===== src/vga_pkg.sv =====
package vga_pkg;

	//////////////////////////////////////////////////////////////////////
	// Widths with a meaning
	//////////////////////////////////////////////////////////////////////

	// Pixel or line coordinate
	typedef logic [9:0]  coord_t;
	// One colour channel
	typedef logic [7:0]  chan_t;
	// 4-4-4 RGB fill colour
	typedef logic [11:0] color12_t;
	// One seven-segment digit, g-f-e-d-c-b-a, active low
	typedef logic [6:0]  seg_t;
	// Register byte address
	typedef logic [3:0]  addr_t;
	// AXI data word
	typedef logic [31:0] word_t;

	//////////////////////////////////////////////////////////////////////
	// Display timing, 640x480 at one pixel per clock
	//////////////////////////////////////////////////////////////////////

	// Horizontal phase lengths in pixel clocks
	localparam coord_t H_ACTIVE = 10'd640;
	localparam coord_t H_FRONT  = 10'd16;
	localparam coord_t H_PULSE  = 10'd96;
	localparam coord_t H_BACK   = 10'd48;

	// Vertical phase lengths in lines
	localparam coord_t V_ACTIVE = 10'd480;
	localparam coord_t V_FRONT  = 10'd10;
	localparam coord_t V_PULSE  = 10'd2;
	localparam coord_t V_BACK   = 10'd33;

	// Quadrant split of the test pattern
	localparam coord_t H_HALF = 10'd320;
	localparam coord_t V_HALF = 10'd240;

	// Full-scale channel
	localparam chan_t CHAN_MAX = 8'hFF;

	// Phases of a line or of a frame, same order for both machines
	typedef enum logic [1:0] {
		PH_ACTIVE,
		PH_FRONT,
		PH_PULSE,
		PH_BACK
	} sync_phase_t;

	//////////////////////////////////////////////////////////////////////
	// Register map and AXI4-Lite
	//////////////////////////////////////////////////////////////////////

	localparam addr_t ADDR_CTRL = 4'h0;
	localparam addr_t ADDR_FILL = 4'h4;
	localparam addr_t ADDR_HEX  = 4'h8;

	localparam logic [1:0] RESP_OKAY   = 2'd0;
	localparam logic [1:0] RESP_SLVERR = 2'd2;

	// Master side of the bus
	typedef struct packed {
		logic  awvalid;
		addr_t awaddr;
		logic  wvalid;
		word_t wdata;
		logic  bready;
		logic  arvalid;
		addr_t araddr;
		logic  rready;
	} axil_req_t;

	// Slave side of the bus
	typedef struct packed {
		logic       awready;
		logic       wready;
		logic       bvalid;
		logic [1:0] bresp;
		logic       arready;
		logic       rvalid;
		word_t      rdata;
		logic [1:0] rresp;
	} axil_rsp_t;

	// Display settings held by the register block
	typedef struct packed {
		logic        fill_mode;
		color12_t    fill_color;
		logic [15:0] hex_value;
	} disp_cfg_t;

	typedef struct packed {
		chan_t red;
		chan_t green;
		chan_t blue;
	} rgb_t;

	// Everything that leaves for the DAC and connector
	typedef struct packed {
		logic hsync;
		logic vsync;
		logic blank_n;
		rgb_t rgb;
	} vga_out_t;

endpackage


===== src/hex_display.sv =====
`timescale 1ns/1ns

module hex_display (
	input  logic [15:0]   hex_value,
	output vga_pkg::seg_t hex_seg [4]
);

	// Segment table, bit 6 is g and bit 0 is a, zero lights the segment
	function automatic vga_pkg::seg_t seg_lookup(input logic [3:0] nib);
		case (nib)
			4'h0: seg_lookup = 7'b1000000;
			4'h1: seg_lookup = 7'b1111001;
			4'h2: seg_lookup = 7'b0100100;
			4'h3: seg_lookup = 7'b0110000;
			4'h4: seg_lookup = 7'b0011001;
			4'h5: seg_lookup = 7'b0010010;
			4'h6: seg_lookup = 7'b0000010;
			4'h7: seg_lookup = 7'b1111000;
			4'h8: seg_lookup = 7'b0000000;
			4'h9: seg_lookup = 7'b0010000;
			4'hA: seg_lookup = 7'b0001000;
			// Lower case b and d
			4'hB: seg_lookup = 7'b0000011;
			4'hC: seg_lookup = 7'b1000110;
			4'hD: seg_lookup = 7'b0100001;
			4'hE: seg_lookup = 7'b0000110;
			default: seg_lookup = 7'b0001110;
		endcase
	endfunction

	// Digit 0 takes the lowest nibble
	for (genvar d = 0; d < 4; d++) begin : g_digit
		assign hex_seg[d] = seg_lookup(hex_value[d*4 +: 4]);
	end

endmodule


===== src/vga_pattern.sv =====
`timescale 1ns/1ns

module vga_pattern (
	input  vga_pkg::disp_cfg_t cfg,
	input  vga_pkg::coord_t    next_x,
	input  vga_pkg::coord_t    next_y,
	input  logic               next_active,
	output vga_pkg::rgb_t      pixel
);

	// Quadrant flags
	logic right;
	logic bottom;

	assign right  = (next_x >= vga_pkg::H_HALF);
	assign bottom = (next_y >= vga_pkg::V_HALF);

	always_comb begin
		pixel = '0;
		if (next_active) begin
			if (cfg.fill_mode) begin
				// Nibble goes to the top of each channel
				pixel.red   = {cfg.fill_color[11:8], 4'h0};
				pixel.green = {cfg.fill_color[7:4], 4'h0};
				pixel.blue  = {cfg.fill_color[3:0], 4'h0};
			end else begin
				case ({bottom, right})
					// Top left, red
					2'b00: pixel.red = vga_pkg::CHAN_MAX;
					// Top right, blue
					2'b01: pixel.blue = vga_pkg::CHAN_MAX;
					// Bottom left, green
					2'b10: pixel.green = vga_pkg::CHAN_MAX;
					// Bottom right yellow
					default: begin
						pixel.red   = vga_pkg::CHAN_MAX;
						pixel.green = vga_pkg::CHAN_MAX;
					end
				endcase
			end
		end
	end

endmodule


===== src/vga_regs.sv =====
`timescale 1ns/1ns

module vga_regs (
	input  logic               M10k_pll,
	input  logic               reset,
	input  vga_pkg::axil_req_t axil_req,
	output vga_pkg::axil_rsp_t axil_rsp,
	output vga_pkg::disp_cfg_t cfg
);

	// Write channel state
	logic           aw_ready_q;
	logic           b_valid_q;
	logic [1:0]     bresp_q;
	logic           wr_fire;
	logic           aw_hit;

	// Read channel state
	logic           ar_ready_q;
	logic           r_valid_q;
	logic [1:0]     rresp_q;
	vga_pkg::word_t rdata_q;
	logic           rd_fire;
	logic           ar_hit;
	vga_pkg::word_t rd_value;

	// Handshakes complete while the ready pulse is up
	assign wr_fire = aw_ready_q && axil_req.awvalid && axil_req.wvalid;
	assign rd_fire = ar_ready_q && axil_req.arvalid;

	// Write address decode
	always_comb begin
		case (axil_req.awaddr)
			vga_pkg::ADDR_CTRL,
			vga_pkg::ADDR_FILL,
			vga_pkg::ADDR_HEX: aw_hit = 1'b1;
			default:           aw_hit = 1'b0;
		endcase
	end

	// Read mux, unused bits are zero
	always_comb begin
		rd_value = '0;
		ar_hit   = 1'b1;
		case (axil_req.araddr)
			vga_pkg::ADDR_CTRL: rd_value[0]    = cfg.fill_mode;
			vga_pkg::ADDR_FILL: rd_value[11:0] = cfg.fill_color;
			vga_pkg::ADDR_HEX:  rd_value[15:0] = cfg.hex_value;
			default:            ar_hit         = 1'b0;
		endcase
	end

	//////////////////////////////////////////////////////////////////////
	// Write path
	//////////////////////////////////////////////////////////////////////

	always_ff @(posedge M10k_pll) begin
		if (reset) begin
			aw_ready_q <= 1'b0;
			b_valid_q  <= 1'b0;
			cfg        <= '0;
		end else begin
			// One-cycle ready, never while a response waits
			aw_ready_q <= axil_req.awvalid && axil_req.wvalid && !aw_ready_q && !b_valid_q;
			if (wr_fire) begin
				b_valid_q <= 1'b1;
			end else if (axil_req.bready) begin
				b_valid_q <= 1'b0;
			end
			// Field update on the handshake edge
			if (wr_fire) begin
				case (axil_req.awaddr)
					vga_pkg::ADDR_CTRL: cfg.fill_mode  <= axil_req.wdata[0];
					vga_pkg::ADDR_FILL: cfg.fill_color <= axil_req.wdata[11:0];
					vga_pkg::ADDR_HEX:  cfg.hex_value  <= axil_req.wdata[15:0];
					default: ;
				endcase
			end
		end
	end

	// Write response code
	always_ff @(posedge M10k_pll) begin
		if (wr_fire) begin
			bresp_q <= aw_hit ? vga_pkg::RESP_OKAY : vga_pkg::RESP_SLVERR;
		end
	end

	//////////////////////////////////////////////////////////////////////
	// Read path
	//////////////////////////////////////////////////////////////////////

	always_ff @(posedge M10k_pll) begin
		if (reset) begin
			ar_ready_q <= 1'b0;
			r_valid_q  <= 1'b0;
		end else begin
			ar_ready_q <= axil_req.arvalid && !ar_ready_q && !r_valid_q;
			if (rd_fire) begin
				r_valid_q <= 1'b1;
			end else if (axil_req.rready) begin
				r_valid_q <= 1'b0;
			end
		end
	end

	// Data and code captured with the address
	always_ff @(posedge M10k_pll) begin
		if (rd_fire) begin
			rdata_q <= rd_value;
			rresp_q <= ar_hit ? vga_pkg::RESP_OKAY : vga_pkg::RESP_SLVERR;
		end
	end

	// Slave outputs
	always_comb begin
		axil_rsp.awready = aw_ready_q;
		axil_rsp.wready  = aw_ready_q;
		axil_rsp.bvalid  = b_valid_q;
		axil_rsp.bresp   = bresp_q;
		axil_rsp.arready = ar_ready_q;
		axil_rsp.rvalid  = r_valid_q;
		axil_rsp.rdata   = rdata_q;
		axil_rsp.rresp   = rresp_q;
	end

endmodule


===== src/vga_timing.sv =====
`timescale 1ns/1ns

module vga_timing (
	input  logic              M10k_pll,
	input  logic              reset,
	input  vga_pkg::rgb_t     pixel,
	output vga_pkg::coord_t   next_x,
	output vga_pkg::coord_t   next_y,
	output logic              next_active,
	output vga_pkg::vga_out_t vga_out
);

	vga_pkg::sync_phase_t h_state;
	vga_pkg::sync_phase_t v_state;
	vga_pkg::coord_t      h_count;
	vga_pkg::coord_t      v_count;
	logic                 line_done;
	logic                 active_now;

	// Phase order is the same for lines and frames
	function automatic vga_pkg::sync_phase_t phase_after(input vga_pkg::sync_phase_t ph);
		case (ph)
			vga_pkg::PH_ACTIVE: phase_after = vga_pkg::PH_FRONT;
			vga_pkg::PH_FRONT:  phase_after = vga_pkg::PH_PULSE;
			vga_pkg::PH_PULSE:  phase_after = vga_pkg::PH_BACK;
			default:            phase_after = vga_pkg::PH_ACTIVE;
		endcase
	endfunction

	// Last count of a horizontal phase
	function automatic vga_pkg::coord_t h_last(input vga_pkg::sync_phase_t ph);
		case (ph)
			vga_pkg::PH_ACTIVE: h_last = vga_pkg::H_ACTIVE - 10'd1;
			vga_pkg::PH_FRONT:  h_last = vga_pkg::H_FRONT - 10'd1;
			vga_pkg::PH_PULSE:  h_last = vga_pkg::H_PULSE - 10'd1;
			default:            h_last = vga_pkg::H_BACK - 10'd1;
		endcase
	endfunction

	// Last count of a vertical phase
	function automatic vga_pkg::coord_t v_last(input vga_pkg::sync_phase_t ph);
		case (ph)
			vga_pkg::PH_ACTIVE: v_last = vga_pkg::V_ACTIVE - 10'd1;
			vga_pkg::PH_FRONT:  v_last = vga_pkg::V_FRONT - 10'd1;
			vga_pkg::PH_PULSE:  v_last = vga_pkg::V_PULSE - 10'd1;
			default:            v_last = vga_pkg::V_BACK - 10'd1;
		endcase
	endfunction

	//////////////////////////////////////////////////////////////////////
	// Horizontal machine
	//////////////////////////////////////////////////////////////////////

	always_ff @(posedge M10k_pll) begin
		if (reset) begin
			h_state   <= vga_pkg::PH_ACTIVE;
			h_count   <= '0;
			line_done <= 1'b0;
		end else begin
			if (h_count == h_last(h_state)) begin
				h_count <= '0;
				h_state <= phase_after(h_state);
			end else begin
				h_count <= h_count + 10'd1;
			end
			// Early by one so it lines up with the wrap to active
			line_done <= (h_state == vga_pkg::PH_BACK) && (h_count == vga_pkg::H_BACK - 10'd2);
		end
	end

	//////////////////////////////////////////////////////////////////////
	// Vertical machine, steps once per line
	//////////////////////////////////////////////////////////////////////

	always_ff @(posedge M10k_pll) begin
		if (reset) begin
			v_state <= vga_pkg::PH_ACTIVE;
			v_count <= '0;
		end else if (line_done) begin
			if (v_count == v_last(v_state)) begin
				v_count <= '0;
				v_state <= phase_after(v_state);
			end else begin
				v_count <= v_count + 10'd1;
			end
		end
	end

	// Visible region from the current phases
	assign active_now = (h_state == vga_pkg::PH_ACTIVE) && (v_state == vga_pkg::PH_ACTIVE);

	// Coordinate whose colour shows on the next clock
	assign next_x      = (h_state == vga_pkg::PH_ACTIVE) ? h_count : '0;
	assign next_y      = (v_state == vga_pkg::PH_ACTIVE) ? v_count : '0;
	assign next_active = active_now;

	//////////////////////////////////////////////////////////////////////
	// Output register
	//////////////////////////////////////////////////////////////////////

	always_ff @(posedge M10k_pll) begin
		if (reset) begin
			vga_out.hsync   <= 1'b1;
			vga_out.vsync   <= 1'b1;
			vga_out.blank_n <= 1'b0;
			vga_out.rgb     <= '0;
		end else begin
			// Sync pulses are active low
			vga_out.hsync   <= (h_state != vga_pkg::PH_PULSE);
			vga_out.vsync   <= (v_state != vga_pkg::PH_PULSE);
			vga_out.blank_n <= active_now;
			// Black outside the picture
			vga_out.rgb     <= active_now ? pixel : '0;
		end
	end

endmodule


===== src/vga_top.sv =====
`timescale 1ns/1ns

module vga_top (
	input  logic               M10k_pll,
	input  logic               reset,
	input  vga_pkg::axil_req_t axil_req,
	output vga_pkg::axil_rsp_t axil_rsp,
	output vga_pkg::vga_out_t  vga_out,
	output vga_pkg::seg_t      hex_seg [4]
);

	// Settings from the register block
	vga_pkg::disp_cfg_t cfg;

	// Scan position and the colour chosen for it
	vga_pkg::coord_t next_x;
	vga_pkg::coord_t next_y;
	logic            next_active;
	vga_pkg::rgb_t   pixel;

	// Bus slave and settings
	vga_regs u_regs (
		.M10k_pll (M10k_pll),
		.reset    (reset),
		.axil_req (axil_req),
		.axil_rsp (axil_rsp),
		.cfg      (cfg)
	);

	// Sync generation and output register
	vga_timing u_timing (
		.M10k_pll    (M10k_pll),
		.reset       (reset),
		.pixel       (pixel),
		.next_x      (next_x),
		.next_y      (next_y),
		.next_active (next_active),
		.vga_out     (vga_out)
	);

	// Picture source
	vga_pattern u_pattern (
		.cfg         (cfg),
		.next_x      (next_x),
		.next_y      (next_y),
		.next_active (next_active),
		.pixel       (pixel)
	);

	// Four digits of the hex register
	hex_display u_hex (
		.hex_value (cfg.hex_value),
		.hex_seg   (hex_seg)
	);

endmodule

===== config.mk =====
export PLATFORM = sky130hd
export DESIGN_NAME = vga_top
export DESIGN_NICKNAME = d
export VERILOG_FILES = /design/src/vga_pkg.sv /design/src/hex_display.sv /design/src/vga_pattern.sv /design/src/vga_regs.sv /design/src/vga_timing.sv /design/src/vga_top.sv
export SDC_FILE = /design/constraint.sdc
export NUM_CORES = 1
export LEC_CHECK = 0
export BUFFER_PORTS_ARGS = -buffer_cell sky130_fd_sc_hd__buf_4
export CAP_MARGIN = 0
export CORE_MARGIN = 2
export CORE_UTILIZATION = 45
export CTS_BUF_LIST = sky130_fd_sc_hd__clkbuf_4
export CTS_CLUSTER_DIAMETER = 100
export CTS_CLUSTER_SIZE = 24
export DETAILED_ROUTE_END_ITERATION = 12
export GPL_TIMING_DRIVEN = 0
export MAX_ROUTING_LAYER = met4
export PLACE_DENSITY = 0.82
export SYNTH_ARGS = -nofsm -noshare
export SYNTH_HDL_FRONTEND = slang
export SYNTH_HIERARCHICAL = 1
export SYNTH_SLANG_ARGS = --single-unit

===== constraint.sdc =====
create_clock -name M10k_pll -period 2.35 [get_ports M10k_pll]
set_input_delay 0.47 -clock M10k_pll [delete_from_list [all_inputs] [get_ports M10k_pll]]
set_output_delay 0.47 -clock M10k_pll [all_outputs]
set_load 0.1 [all_outputs]

==> flow_summary.json <==
{
  "ioPinCount": 143,
  "max_freq_mhz": 418,
  "cts_htree_levels": 3,
  "finalHoldViolCount": 0,
  "startpoint_type": "register",
  "fin_skew_ns": 0.0126,
  "port_buffers": 108,
  "finalCritPeriodShare_pct": 102,
  "nets": 834,
  "yosysWarnings": 6,
  "drt-initial-drc-count": 229,
  "pwr-share-clk_pct": 28.6,
  "tightest_slew_ns": 0.858,
  "clkTransAtPathRegs_ns": 0.15,
  "hold_path.class": "input port to register",
  "grt_pass1_vias": 4563,
  "grt_max_degree": 19,
  "cts_sinks": 103,
  "placedCellCount": 876,
  "gp_congestion": 0.838,
  "grt_pass1_wl_microns": 21100,
  "path_delay_family": "multiplexers",
  "netlist_instances": 579,
  "setup_viol": 6,
  "worstSetupPathType": "register to output pin",
  "cts_buffers": 9,
  "slowest_stage": "mux4_2",
  "place_ws_ns": -0.568,
  "swShare_pct": 29.1,
  "first_pass_iters": 4,
  "worstPathArrival_ns": 1.92,
  "cts_tree": "built",
  "start_util_pct": 45.9,
  "slew_headroom_pct": 42.8,
  "die_w_microns": 117,
  "ant_nets": 0,
  "power.internal_mw": 2.24,
  "worst_slack_ns": -0.0410,
  "vias": 4765,
  "status": "complete, but fails checks",
  "min_period_ns": 2.39,
  "cp.buffers_inverters": 3,
  "cts_buffer_depth": 2,
  "clockRootBuffer": "clkbuf_4",
  "drv_slew": 0,
  "p_comb_share_pct": 14.0,
  "area_growth_pct": 35.9,
  "ir_worst_vdd_mv": 0.199,
  "cp_data_required_time_ns": 1.88,
  "std_cell_rows": 41,
  "crit_chain": "inv_4, ha_4, inv_2, mux4_2, buf_12",
  "worstSkewPairLatency_ns": 0.46,
  "drc_errors": 0,
  "avgRoutedWirePerCell_microns": 15.8,
  "rsz0062_at_grt": "yes",
  "syn_area_sq_um": 5770,
  "die_area_sq_um": 13700,
  "drt-vias-per-instance": 5.19,
  "leakagePower_nw": 3.35,
  "end_kind": "output pin",
  "rrSetupSlack_ns": 0.13,
  "violations": "negative setup slack",
  "antenna_found_initial": 1,
  "dp_hpwl_microns": 9930,
  "groute.usage.overall_pct": 20.3,
  "p_per_area_nw_per_um2": 403,
  "drv_cap": 0,
  "overflow": 0,
  "switchingPower_mw": 0.920,
  "slowest_delay_ns": 0.49,
  "totalWireLength_microns": 14500,
  "seqPwrFrac_pct": 57.4,
  "final_cells": 918,
  "syn_area_per_cell_sq_um": 9.97,
  "drive_above_1_share_pct": 39.3,
  "dieHeight_microns": 117,
  "cp_max_fo": 5,
  "core_area_sq_um": 12600
}
-- cell type report --
type,instances,area [sq um]
clock buffer,9,67.6
multi-input combinational,406,3420
clock inverter,7,72.6
antenna,1,2.50
buffer,61,417
timing repair buffer,134,1240
sequential,103,2280
inverter,25,123
fill,963,4720
tap,172,215
-- sequential cells by signal (all words and copies together), names as in the netlist --
name / cells
u_regs/rresp_q: 1
u_regs/rdata_q: 16
u_regs/r_valid_q: 1
u_regs/aw_ready_q: 1
u_regs/cfg: 29
u_timing/h_state: 2
u_timing/v_state: 2
u_regs/b_valid_q: 1
u_regs/ar_ready_q: 1
u_timing/h_count: 10
u_timing/v_count: 10
u_regs/bresp_q: 1
u_timing/vga_out: 27
u_timing/line_done: 1
-- power by group through the flow --
| stage | logic, mW | registers [mW] | clock network [mW] |
|---|---|---|---|
| 5_1_grt | 0.461 | 1.82 | 1.00 |
| 4_1_cts | 0.438 | 1.81 | 0.927 |
| 3_3_place_gp | 0.430 | 1.86 | 0 |
| 6_report | 0.443 | 1.81 | 0.906 |
| 3_5_place_dp | 0.435 | 1.86 | 0 |
| 2_1_floorplan | 0.251 | 1.95 | 0 |
-- placed cells by master, fill, tap and decap left out, types with 4 or more instances in the layout --
| master | n |
|---|---|
| conb_1 | 18 |
| nand4_1 | 5 |
| clkbuf_4 | 10 |
| buf_12 | 16 |
| xnor2_1 | 11 |
| and3_1 | 24 |
| and2_1 | 14 |
| ha_1 | 28 |
| mux4_2 | 4 |
| dfxtp_2 | 7 |
| mux2i_1 | 43 |
| a31o_2 | 4 |
| buf_6 | 15 |
| inv_1 | 11 |
| nor2_1 | 37 |
| inv_4 | 4 |
| dfxtp_4 | 8 |
| xor2_1 | 8 |
| o21ai_2 | 6 |
| nand2_1 | 22 |
| a32o_1 | 4 |
| dfxtp_1 | 70 |
| edfxtp_1 | 18 |
| inv_2 | 6 |
| a21oi_1 | 11 |
| nand3_1 | 4 |
| nor4_1 | 4 |
| buf_4 | 146 |
| nor3_1 | 4 |
| clkbuf_1 | 14 |
| a22o_1 | 17 |
| ha_2 | 5 |
| nand2b_1 | 50 |
| ha_4 | 14 |
-- per-stage QoR --
stage / power [mW] / hold slack (ns) / utilization, % / setup TNS, ns / instance area [sq um]
CTS: 3.18 / 0.215 / 59.6 / -0.105 / 7490
finish: 3.16 / 0.243 / 62.4 / -0.0629 / 7840
detailed placement: 2.30 / 0.445 / 55.4 / -7.28 / 6960
floorplan: 2.20 / 0.418 / - / -0.508 / 5930
global route: 3.28 / 0.197 / 62.4 / -0.738 / 7840
global placement: 2.29 / 0.427 / 55.4 / -3.07 / 6960
-- metal layers --
| layer | wire [microns] | vias to the layer above | GRT usage, % | share of wire, % |
|---|---|---|---|---|
| met4 | 412 | 0 | 10.3 | 2.8 |
| met2 | 7510 | 160 | 34.8 | 52 |
| met5 | 0 | - | - | 0 |
| met3 | 868 | 28 | 3.35 | 6.0 |
| met1 | 5710 | 2300 | 22.7 | 39 |
| li1 | - | 2277 | - | - |
-- what timing repair did --
action,CTS,global route
setup endpoints to repair,58,44
endpoints found under the hold margin,0,0
pin swaps,4,12
hold buffers,0,0
resized for setup,78,75
buffers inserted,18,8
-- worst register-to-register path, cell delays in order (launching register included) --
cell and delay (ns):
dfxtp_1 0.41, inv_1 0.11, ha_4 0.21, ha_1 0.28, nor4_1 0.27, o211ai_1 0.23
or4_1 0.51, a21oi_1 0.15
-- worst paths after layout --
check,from,endpoint,cells after the start
setup / recovery,u_regs/cfg[0]$_SDFFE_PP0P_,hex_seg[24],5
hold / removal,axil_req[44],u_regs/aw_ready_q$_SDFF_PP0_,3
setup reg to reg,u_timing/v_state[1]$_SDFFE_PP0P_,u_timing/v_state[0]$_SDFFE_PP0P_,7
hold reg to reg,u_regs/ar_ready_q$_SDFF_PP0_,u_regs/ar_ready_q$_SDFF_PP0_,1
Power figures use the tool's default switching activity.
